--- config.mk ---
export PLATFORM = sky130hd
export DESIGN_NAME = pre_modulation_processor
export DESIGN_NICKNAME = d
export VERILOG_FILES = /design/src/source/pmp_pkg.sv /design/src/source/pmp_compare_calc.sv /design/src/source/pmp_pwm_writer.sv /design/src/source/pmp_reg_decode.sv /design/src/source/pre_modulation_processor.sv /design/src/source/pwm_generator.sv
export SDC_FILE = /design/constraint.sdc
export NUM_CORES = 1
export LEC_CHECK = 0
export BUFFER_PORTS_ARGS = -buffer_cell sky130_fd_sc_hd__buf_2
export CAP_MARGIN = 10
export CORE_MARGIN = 8
export CORE_UTILIZATION = 50
export CTS_CLUSTER_SIZE = 8
export DETAILED_ROUTE_END_ITERATION = 16
export PLACE_DENSITY = 0.65
export SYNTH_ARGS = -nofsm -noshare
export SYNTH_HDL_FRONTEND = slang
export SYNTH_SLANG_ARGS = --single-unit
--- constraint.sdc ---
create_clock -name clock -period 27 [get_ports clock]
set_input_delay 5.4 -clock clock [delete_from_list [all_inputs] [get_ports clock]]
set_output_delay 5.4 -clock clock [all_outputs]
set_load 0.02 [all_outputs]
--- src/source/pmp_pkg.sv ---
`default_nettype none

package pmp_pkg;

    // Register data and every carrier count share this width
    localparam int DATA_W = 16;

    // Register addresses coming from the control bus bridge
    localparam int ADDR_W = 8;

    // Slot index carried by each generator write strobe
    localparam int SLOT_W = 4;

    // Offsets of the five registers relative to the block base address
    localparam logic [ADDR_W-1:0] REG_MODE     = 8'h00;
    localparam logic [ADDR_W-1:0] REG_PERIOD   = 8'h04;
    localparam logic [ADDR_W-1:0] REG_DUTY     = 8'h08;
    localparam logic [ADDR_W-1:0] REG_PHASE    = 8'h0C;
    localparam logic [ADDR_W-1:0] REG_DEADTIME = 8'h10;

    // Slot 0 is the period, slots 1 to 8 are the window edges in struct order
    localparam int GEN_SLOTS = 9;

    // Single-cycle register write as produced by the bus bridge
    typedef struct packed {
        logic              strobe;
        logic [ADDR_W-1:0] address;
        logic [DATA_W-1:0] data;
    } reg_write_t;

    // Decoded converter settings, exactly as last written
    typedef struct packed {
        logic              full_bridge;
        logic [DATA_W-1:0] period;
        logic [DATA_W-1:0] duty;
        logic [DATA_W-1:0] phase;
        logic [DATA_W-1:0] dead_time;
    } pmp_settings_t;

    // Circular switching window, on for counts in [start, stop)
    typedef struct packed {
        logic [DATA_W-1:0] start;
        logic [DATA_W-1:0] stop;
    } pwm_window_t;

    // Complete generator set, nine words in slot order
    typedef struct packed {
        logic [DATA_W-1:0] period;
        pwm_window_t       a_high;
        pwm_window_t       a_low;
        pwm_window_t       b_high;
        pwm_window_t       b_low;
    } pmp_windows_t;

    // Plain write strobe into one generator slot
    typedef struct packed {
        logic              strobe;
        logic [SLOT_W-1:0] slot;
        logic [DATA_W-1:0] data;
    } gen_write_t;

endpackage

`default_nettype wire

--- src/source/pmp_compare_calc.sv ---
`timescale 1ns/1ns
`default_nettype none

module pmp_compare_calc (
    input  logic                   clock,
    input  logic                   arst_n,
    input  pmp_pkg::pmp_settings_t settings,
    input  logic                   settings_update,
    output pmp_pkg::pmp_windows_t  windows,
    output logic                   windows_valid
);
    import pmp_pkg::*;

    // Adds two counts modulo the period with one conditional subtraction
    // Both operands must already be below the period for this to hold
    function automatic logic [DATA_W-1:0] mod_add(
        input logic [DATA_W-1:0] a,
        input logic [DATA_W-1:0] b,
        input logic [DATA_W-1:0] p
    );
        logic [DATA_W:0] sum;
        sum = {1'b0, a} + {1'b0, b};
        if (sum >= {1'b0, p}) begin
            sum = sum - {1'b0, p};
        end
        return sum[DATA_W-1:0];
    endfunction

    // Moves both edges of a window forward by the phase shift
    function automatic pwm_window_t shift_window(
        input pwm_window_t       w,
        input logic [DATA_W-1:0] s,
        input logic [DATA_W-1:0] p
    );
        pwm_window_t shifted;
        shifted.start = mod_add(w.start, s, p);
        shifted.stop  = mod_add(w.stop, s, p);
        return shifted;
    endfunction

    logic [DATA_W-1:0] duty_max;
    logic [DATA_W-1:0] duty_clamped;
    logic [DATA_W-1:0] low_start;
    pwm_window_t       a_high;
    pwm_window_t       a_low;
    pmp_windows_t      next_windows;

    // Upper duty limit leaves room for the dead time before the wrap
    assign duty_max = settings.period - settings.dead_time;

    // Duty is held between T and P-T, the lower bound is applied last
    always_comb begin
        duty_clamped = settings.duty;
        if (duty_clamped > duty_max) begin
            duty_clamped = duty_max;
        end
        if (duty_clamped < settings.dead_time) begin
            duty_clamped = settings.dead_time;
        end
    end

    // D+T can reach P at most, so it folds back to zero there
    assign low_start = mod_add(duty_clamped, settings.dead_time, settings.period);

    // Leg A high side turns on after the dead time and off at the duty
    assign a_high.start = settings.dead_time;
    assign a_high.stop  = duty_clamped;

    // Leg A low side runs from D+T up to the carrier wrap
    assign a_low.start = low_start;
    assign a_low.stop  = '0;

    always_comb begin
        next_windows.period = settings.period;
        next_windows.a_high = a_high;
        next_windows.a_low  = a_low;
        if (settings.full_bridge) begin
            // Leg B is leg A delayed by the phase shift
            next_windows.b_high = shift_window(a_high, settings.phase, settings.period);
            next_windows.b_low  = shift_window(a_low, settings.phase, settings.period);
        end else begin
            // Empty windows keep leg B off in single-leg mode
            next_windows.b_high = '0;
            next_windows.b_low  = '0;
        end
    end

    always_ff @(posedge clock or negedge arst_n) begin
        if (!arst_n) begin
            windows_valid <= 1'b0;
        end else begin
            windows_valid <= settings_update;
        end
    end

    // Result is only captured when fresh settings arrive
    always_ff @(posedge clock) begin
        if (settings_update) begin
            windows <= next_windows;
        end
    end

endmodule

`default_nettype wire

--- src/source/pmp_pwm_writer.sv ---
`timescale 1ns/1ns
`default_nettype none

module pmp_pwm_writer (
    input  logic                  clock,
    input  logic                  arst_n,
    input  pmp_pkg::pmp_windows_t windows,
    input  logic                  windows_valid,
    output pmp_pkg::gen_write_t   gen_wr
);
    import pmp_pkg::*;

    localparam logic [SLOT_W-1:0] LAST_SLOT = SLOT_W'(GEN_SLOTS - 1);

    // Copy of the set being sent, so the execute stage may move on
    pmp_windows_t      latched;
    logic [SLOT_W-1:0] slot;
    logic              busy;

    always_ff @(posedge clock) begin
        if (windows_valid) begin
            latched <= windows;
        end
    end

    // A new set always restarts the burst at slot 0
    always_ff @(posedge clock or negedge arst_n) begin
        if (!arst_n) begin
            busy <= 1'b0;
            slot <= '0;
        end else if (windows_valid) begin
            busy <= 1'b1;
            slot <= '0;
        end else if (busy) begin
            if (slot == LAST_SLOT) begin
                busy <= 1'b0;
                slot <= '0;
            end else begin
                slot <= slot + 1'b1;
            end
        end
    end

    // One word per cycle, selected by the current slot
    always_comb begin
        gen_wr.strobe = busy;
        gen_wr.slot   = slot;
        case (slot)
            4'd0:    gen_wr.data = latched.period;
            4'd1:    gen_wr.data = latched.a_high.start;
            4'd2:    gen_wr.data = latched.a_high.stop;
            4'd3:    gen_wr.data = latched.a_low.start;
            4'd4:    gen_wr.data = latched.a_low.stop;
            4'd5:    gen_wr.data = latched.b_high.start;
            4'd6:    gen_wr.data = latched.b_high.stop;
            4'd7:    gen_wr.data = latched.b_low.start;
            4'd8:    gen_wr.data = latched.b_low.stop;
            default: gen_wr.data = '0;
        endcase
    end

endmodule

`default_nettype wire

--- src/source/pmp_reg_decode.sv ---
`timescale 1ns/1ns
`default_nettype none

module pmp_reg_decode #(
    parameter logic [pmp_pkg::ADDR_W-1:0] BASE_ADDRESS = '0
) (
    input  logic                   clock,
    input  logic                   arst_n,
    input  pmp_pkg::reg_write_t    reg_in,
    output pmp_pkg::pmp_settings_t settings,
    output logic                   settings_update
);
    import pmp_pkg::*;

    // Absolute addresses of the register map
    localparam logic [ADDR_W-1:0] ADDR_MODE     = BASE_ADDRESS + REG_MODE;
    localparam logic [ADDR_W-1:0] ADDR_PERIOD   = BASE_ADDRESS + REG_PERIOD;
    localparam logic [ADDR_W-1:0] ADDR_DUTY     = BASE_ADDRESS + REG_DUTY;
    localparam logic [ADDR_W-1:0] ADDR_PHASE    = BASE_ADDRESS + REG_PHASE;
    localparam logic [ADDR_W-1:0] ADDR_DEADTIME = BASE_ADDRESS + REG_DEADTIME;

    // High when the incoming strobe hits one of the five registers
    logic write_hit;

    always_comb begin
        write_hit = 1'b0;
        if (reg_in.strobe) begin
            case (reg_in.address)
                ADDR_MODE,
                ADDR_PERIOD,
                ADDR_DUTY,
                ADDR_PHASE,
                ADDR_DEADTIME: write_hit = 1'b1;
                default:       write_hit = 1'b0;
            endcase
        end
    end

    // Register file, each accepted write loads exactly one field
    always_ff @(posedge clock or negedge arst_n) begin
        if (!arst_n) begin
            settings <= '0;
        end else if (reg_in.strobe) begin
            case (reg_in.address)
                // Only bit 0 of the mode register is meaningful
                ADDR_MODE: begin
                    settings.full_bridge <= reg_in.data[0];
                end
                ADDR_PERIOD: begin
                    settings.period <= reg_in.data;
                end
                ADDR_DUTY: begin
                    settings.duty <= reg_in.data;
                end
                ADDR_PHASE: begin
                    settings.phase <= reg_in.data;
                end
                ADDR_DEADTIME: begin
                    settings.dead_time <= reg_in.data;
                end
                default: begin
                    // Writes outside the map leave the settings untouched
                    settings <= settings;
                end
            endcase
        end
    end

    // One-cycle pulse that lines up with the newly loaded settings
    always_ff @(posedge clock or negedge arst_n) begin
        if (!arst_n) begin
            settings_update <= 1'b0;
        end else begin
            settings_update <= write_hit;
        end
    end

endmodule

`default_nettype wire

--- src/source/pre_modulation_processor.sv ---
`timescale 1ns/1ns
`default_nettype none

module pre_modulation_processor #(
    parameter logic [pmp_pkg::ADDR_W-1:0] BASE_ADDRESS = '0
) (
    input  logic                clock,
    input  logic                arst_n,
    input  pmp_pkg::reg_write_t reg_in,
    output logic                pwm_a_high,
    output logic                pwm_a_low,
    output logic                pwm_b_high,
    output logic                pwm_b_low,
    output logic                period_start
);
    import pmp_pkg::*;

    pmp_settings_t settings;
    logic          settings_update;
    pmp_windows_t  windows;
    logic          windows_valid;
    gen_write_t    gen_wr;

    // Decode stage, the only block that knows the register map
    pmp_reg_decode #(
        .BASE_ADDRESS(BASE_ADDRESS)
    ) u_decode (
        .clock          (clock),
        .arst_n         (arst_n),
        .reg_in         (reg_in),
        .settings       (settings),
        .settings_update(settings_update)
    );

    // Execute stage turns settings into the four switching windows
    pmp_compare_calc u_calc (
        .clock          (clock),
        .arst_n         (arst_n),
        .settings       (settings),
        .settings_update(settings_update),
        .windows        (windows),
        .windows_valid  (windows_valid)
    );

    // Result stage streams the set into the generator slots
    pmp_pwm_writer u_writer (
        .clock        (clock),
        .arst_n       (arst_n),
        .windows      (windows),
        .windows_valid(windows_valid),
        .gen_wr       (gen_wr)
    );

    pwm_generator u_generator (
        .clock       (clock),
        .arst_n      (arst_n),
        .gen_wr      (gen_wr),
        .pwm_a_high  (pwm_a_high),
        .pwm_a_low   (pwm_a_low),
        .pwm_b_high  (pwm_b_high),
        .pwm_b_low   (pwm_b_low),
        .period_start(period_start)
    );

endmodule

`default_nettype wire

--- src/source/pwm_generator.sv ---
`timescale 1ns/1ns
`default_nettype none

module pwm_generator (
    input  logic                clock,
    input  logic                arst_n,
    input  pmp_pkg::gen_write_t gen_wr,
    output logic                pwm_a_high,
    output logic                pwm_a_low,
    output logic                pwm_b_high,
    output logic                pwm_b_low,
    output logic                period_start
);
    import pmp_pkg::*;

    localparam logic [SLOT_W-1:0] LAST_SLOT = SLOT_W'(GEN_SLOTS - 1);

    // Window rule shared by all four outputs
    function automatic logic in_window(
        input logic [DATA_W-1:0] c,
        input pwm_window_t       w
    );
        logic on;
        if (w.start < w.stop) begin
            on = (c >= w.start) && (c < w.stop);
        end else if (w.start > w.stop) begin
            // Window straddles the carrier wrap
            on = (c >= w.start) || (c < w.stop);
        end else begin
            on = 1'b0;
        end
        return on;
    endfunction

    pmp_windows_t      staging_set;
    pmp_windows_t      active_set;
    logic              pending;
    logic [DATA_W-1:0] counter;
    logic              wrap;

    // An idle counter counts as wrapping every cycle so a new set loads at once
    assign wrap = (active_set.period == '0) || (counter == active_set.period - 1'b1);

    // Staging words are overwritten slot by slot during a burst
    always_ff @(posedge clock) begin
        if (gen_wr.strobe) begin
            case (gen_wr.slot)
                4'd0:    staging_set.period       <= gen_wr.data;
                4'd1:    staging_set.a_high.start <= gen_wr.data;
                4'd2:    staging_set.a_high.stop  <= gen_wr.data;
                4'd3:    staging_set.a_low.start  <= gen_wr.data;
                4'd4:    staging_set.a_low.stop   <= gen_wr.data;
                4'd5:    staging_set.b_high.start <= gen_wr.data;
                4'd6:    staging_set.b_high.stop  <= gen_wr.data;
                4'd7:    staging_set.b_low.start  <= gen_wr.data;
                4'd8:    staging_set.b_low.stop   <= gen_wr.data;
                default: staging_set <= staging_set;
            endcase
        end
    end

    // The active set only changes at a wrap, never mid-period
    always_ff @(posedge clock or negedge arst_n) begin
        if (!arst_n) begin
            active_set <= '0;
            pending    <= 1'b0;
            counter    <= '0;
        end else begin
            if (pending && wrap) begin
                active_set <= staging_set;
                pending    <= 1'b0;
            end
            // A burst in progress invalidates the pending set until slot 8 lands
            if (gen_wr.strobe) begin
                pending <= (gen_wr.slot == LAST_SLOT);
            end
            if (wrap) begin
                counter <= '0;
            end else begin
                counter <= counter + 1'b1;
            end
        end
    end

    // Gate outputs and period_start trail the counter by one cycle
    always_ff @(posedge clock or negedge arst_n) begin
        if (!arst_n) begin
            pwm_a_high   <= 1'b0;
            pwm_a_low    <= 1'b0;
            pwm_b_high   <= 1'b0;
            pwm_b_low    <= 1'b0;
            period_start <= 1'b0;
        end else begin
            pwm_a_high   <= in_window(counter, active_set.a_high);
            pwm_a_low    <= in_window(counter, active_set.a_low);
            pwm_b_high   <= in_window(counter, active_set.b_high);
            pwm_b_low    <= in_window(counter, active_set.b_low);
            period_start <= (active_set.period != '0) && (counter == '0);
        end
    end

endmodule

`default_nettype wire

Yosys cells after proc, flatten, opt, wreduce, memory -nomap -nowiden --
Index checks and enable logic that the tools add are counted.
Operators by class: $add $sub $neg 13, $lt $le $gt $ge 23, eq/ne operators 13, muxes and demuxes 27, reductions and logical operators 33
Operator list (number):
- $lt 16x16->1 | 9
- $mux 16 | 8
- $pmux 16 s8 | 1
- $sub 16x16->16 | 6
- $ge 16x16->1 | 5
- $gt 16x16->1 | 5
- $add 16x16->17 | 4
- $ge 17x16->1 | 4
- $logic_not 16->1 | 2
- $reduce_and 2->1 | 14
- $add 16x1->16 const B | 1
- $eq 16x16->1 | 1
- $eq 4x3->1 const B | 4
- $eq 8x4->1 const B | 2
- $reduce_bool 16->1 | 1
- $sub 16x1->16 const B | 1
- $mux 1 | 15
- $mux 4 | 3
- $eq 4x2->1 const B | 2
- $eq 8x3->1 const B | 1
- $eq 8x5->1 const B | 1
- $logic_not 8->1 | 1
- $logic_and 1x1->1 | 6
- $logic_or 1x1->1 | 5
- other kinds (6) | 7
Storage, ports and cells: register bits after elaboration 638, output and inout bits 5, logic and storage cells 159

Depth between registers and ports, before layout --
word-level depth 11, mapped depth 67, mapped depth without buffers 62

By module --
A second synthesis with hierarchy kept.
Second synthesis, totals: cell total of the unflattened synthesis 3535, area, all modules 39494.1 um2
By module, submodules not included:
- pwm_generator | times used 1, cells an instance 1588, area an instance 17515.5 um2, seq. area each 8478.1 um2
- pmp_compare_calc | times used 1, cells an instance 1470, area an instance 13609.3 um2, seq. area each 3868.7 um2
- pmp_pwm_writer | times used 1, cells an instance 331, area an instance 5836.8 um2, seq. area each 4449.3 um2
- pmp_reg_decode | times used 1, cells an instance 146, area an instance 2532.4 um2, seq. area each 1651.6 um2

Worst setup path before layout --
No wires, ideal clock.
path kind reg-to-reg, start point register u_decode.settings[48] (netlist name), end point register u_calc.windows[24] (netlist name), data arrival time 13442 ps, required time 26853 ps, slack 13411 ps, stages on the path, launching flop included 65, path buffers 5, period minus slack after synthesis 13589 ps, cells stage by stage dfrtp_1 > inv_1 > ha_1 > inv_1 > fa_1 > a211o_1 > a2111oi_0 > o41a_1 > o21ai_0 > a31oi_1 > xnor2_1 > inv_1 > ha_1 > nand4_1 > a2111o_1 > a31oi_1 > clkbuf_1 > mux2_2 > [... 29 more ...] > mux2i_1 > ha_1 > inv_1 > fa_1 > nand3b_1 > a211o_1 > a31oi_1 > o311a_1 > nor4_1 > nor3_1 > ha_1 > and4_1 > a311o_1 > nor2b_1 > o21a_1 > clkbuf_1 > nand3_1 > a21oi_1

==> metrics.md <==
| Metric | Value |
|---|---|
| DRC Markers | 0 |
| Hold buffers post-CTS | 0 |
| Number of synthesis warnings | 0 |
| Data arrival, critical path | 16.41 ns |
| HP Class | flop to flop |
| Yosys cell types | 82 |
| Starting Density | 50.4% |
| Htree depth | 3 |
| Clk_lat worst skew | 0.65 ns |
| Routed Antenna Nets | 0 |
| NumNets Final | 3655 |
| CP most frequent cell | ha_1 |
| First-pass GRT wire length | 161000 microns |
| Largest net degree at the start of global routing | 140 |
| Synthesized instance count | 3157 |
| Final Cycle Share | 59.4% |
| Drt pass-1 iters | 7 |
| Final setup TNS | 0 ns |
| Worst Max-Slew Pin Slew | 1.26 ns |
| Worst vdd ir | 0.0000806 V |
| Min Tclk post-route | 16.04 ns |
| Seq pwr share | 30.6% |
| Worst path slowest cell | a2111oi_0 |
| Hold Violations, Final | 0 |
| CP required | 27.36 ns |
| Post-Syn Nets | 3580 |
| TritonCTS clock tree | built |
| Critical path type | flop to flop |
| Fin cells | 4267 |
| Vias | 25700 |
| Number of global-route vias before repair | 26100 |
| Drt wl/cell | 24.9 microns |
| Clock sinks | 638 |
| Post-synth EDFFs | 400 |
| Final max-slew violation count | 0 |
| Max-Cap Viols | 0 |
| Die footprint | 82300 sq um |
| Cts repair resizes | 0 |
| Core Region | 72800 sq um |
| Synthesized area | 36700 sq um |
| Synthesis-stage register bit count | 638 |
| Post-DP HPWL | 77500 microns |
| Drt first-iter violations | 2042 |
| Setup-failing EPs final | 0 |
| Fill count | 6161 |
| Avg Cell Area, Syn | 11.6 sq um |
| Area growth, synth to finish | 11.0% |
| IO buf count | 31 |
| Maximum clock insertion buffer count | 3 |
| Postcts setup bufs | 0 |
| Primary FF master, synth | edfxtp_1 |
| Worst setup SP type | flop |
| PD cells | 113 nW/um^2 |
| Sequential share of the synthesized area | 49.0% |
| Unrepaired setup endpoints after global routing | false |
| Die width | 287 microns |
| Outcome | finished, final reports clean |
| CTS root buf | clkbuf_16 |
| Pint | 2.76 mW |
| Dpl cells | 4098 |
| Clock power frac | 23.3% |
| I/O pins | 32 |
| Reg clk slew, reported paths | 0.05 ns |
| Crit path largest cell delay | 0.73 ns |
| Drt via density | 6.02 |
| Number of cell rows | 99 |
| R2r setup slk | 10.96 ns |
| Final wirelength | 106000 microns |
| LEAKAGE | 17.3 nW |
| Clock Skew | 0.0378 ns |
| Relative slew slack | 15.6% |
| Switching pwr | 1.83 mW |
| Gr usage total | 25.6% |
| Crit. End Element | flop |
| Async set-reset flop share out of synthesis | 37.3% |
| Die Height | 287 microns |
| CTS Buf Count | 90 |
| Antenna violations before repair | 1 |
| Combinational share of power | 46.1% |
| Switching Fraction | 39.9% |
| Routability congestion estimate | 1.00 |
| Crit-path max FO | 27 |
| Fmax | 62.3 MHz |
| GRT overflow | 0 |
| Layout cells sized above 1 | 10.0% |
==> worst paths after layout <==
kind / cells after the start / end / from
max reg2reg: 57 / u_calc.windows[29] / u_decode.settings[48]
max: 57 / u_calc.windows[29] / u_decode.settings[48]
min in group asynchronous: 1 / u_generator.active_set[20] / arst_n
max in group asynchronous: 2 / u_decode.settings_update / arst_n
min: 0 / u_writer.latched[4] / u_calc.windows[4]
min reg2reg: 0 / u_writer.latched[4] / u_calc.windows[4]
==> cells by family (layout without fill, tap and decap cells) <==
| logic type | Yosys count | count (layout) | share of synthesized area (%) |
|---|---|---|---|
| XOR/XNOR | 149 | 149 | 3.56 |
| buffers and inverters | 323 | 473 | 3.57 |
| flip-flops | 638 | 638 | 49.0 |
| AND/OR/NAND/NOR | 684 | 684 | 9.32 |
| adder cells (fa/ha/maj) | 396 | 396 | 13.7 |
| multiplexers | 256 | 256 | 7.79 |
| AO/OA/AOI/OAI | 711 | 711 | 13.1 |
| other | 0 | 1 | 0 |
==> worst max-delay path: cells and delay by family, from the launching register on <==
kind            cells  cell delay, ns
flops               1            0.52
mux                 2            0.78
compound gates     27            8.25
xor+xnor            2            0.33
simple gates       12            2.48
fa+ha+maj           9            2.69
buf+inv             5            0.66
==> metal layers <==
metal  GRT usage [%]  routed length (microns)  vias to the layer above
li1                -                        -                    12000
met1            32.3                    44700                    12700
met2            43.0                    50600                      771
met3            3.47                     4950                      259
met4            13.1                     5980                        0
met5               0                        0                        -
==> power by group through the flow <==
stage          registers, mW  clock network (mW)  logic, mW
2_1_floorplan           1.37                   0       1.46
3_3_place_gp            1.42                   0       2.05
3_5_place_dp            1.42                   0       2.09
4_1_cts                 1.41                1.09       2.11
5_1_grt                 1.43                1.13       2.33
6_report                1.41                1.07       2.12
==> flip-flops by register name (all words and copies together) (netlist names) <==
| name | count |
|---|---|
| u_generator.active_set | 144 |
| u_generator.staging_set | 144 |
| u_calc.windows | 128 |
| u_writer.latched | 128 |
| u_decode.settings | 65 |
| u_generator.counter | 16 |
| u_writer.slot | 4 |
| u_calc.windows_valid | 1 |
| u_decode.settings_update | 1 |
| u_generator.pending | 1 |
| u_generator.period_start | 1 |
| u_generator.pwm_a_high | 1 |
| u_generator.pwm_a_low | 1 |
| u_generator.pwm_b_high | 1 |
| u_generator.pwm_b_low | 1 |
| u_writer.busy | 1 |
==> cell type report <==
type	count	area (sq um)	area share, %
sequential	638	18000	44.1
multi-input combinational	2196	17500	43.1
clock buffer	161	2570	6.31
tap	959	1200	2.95
inverter	242	908	2.23
timing repair buffer	64	417	1.02
clock inverter	6	110	0.270
antenna	1	2.50	0.00615
==> placed cells by master, fill, tap and decap left out, types with 53 or more instances in the layout <==
cell and instances:
nor2_1 203, dfrtp_1 236, edfxtp_1 400, xnor2_1 109, inv_1 241, clkbuf_1 67, a21o_1 81, nand3_1 66
nand2_1 130, o21a_1 53, ha_1 386, o21ai_0 140, mux2_1 100, a21oi_1 160, clkbuf_16 91, mux2_2 95
==> Yosys cell counts, drive strengths merged (16+ instances only) <==
cell type / number / area share (%)
a21o: 81 / 1.7
inv: 242 / 2.5
edfxtp: 400 / 33
o211ai: 16 / 0.33
a31oi: 36 / 0.61
ha: 386 / 13
nand2b: 28 / 0.48
and3: 25 / 0.43
nor3: 50 / 0.68
nor2b: 36 / 0.61
clkbuf: 63 / 0.64
o21ai: 143 / 2.0
xor2: 40 / 0.95
a222oi: 16 / 0.44
nand3: 66 / 0.90
xnor2: 109 / 2.6
dfrtp: 238 / 16
a211oi: 32 / 0.65
a221oi: 21 / 0.50
buf: 18 / 0.45
nor2: 204 / 2.1
mux2i: 51 / 1.4
nand4: 41 / 0.70
a21oi: 160 / 2.2
nor4: 20 / 0.42
o21a: 53 / 1.1
a22o: 16 / 0.38
mux2: 205 / 6.4
nand2: 131 / 1.3
==> per-stage QoR <==
stage | total power, mW | worst slack [ns] | hold WS, ns | instance area (sq um) | utilization [%]
after floorplan | 2.83 | 13.41 | 0.400 | 36700 | -
after global placement | 3.46 | 11.68 | 0.401 | 38000 | 52.2
after detailed placement | 3.52 | 11.33 | 0.405 | 38000 | 52.2
after CTS | 4.61 | 11.25 | 0.380 | 40700 | 55.9
after global routing | 4.88 | 9.71 | 0.394 | 40700 | 55.9
final | 4.59 | 10.96 | 0.388 | 40700 | 55.9
Note: power is estimated with default switching activity, not from simulation.
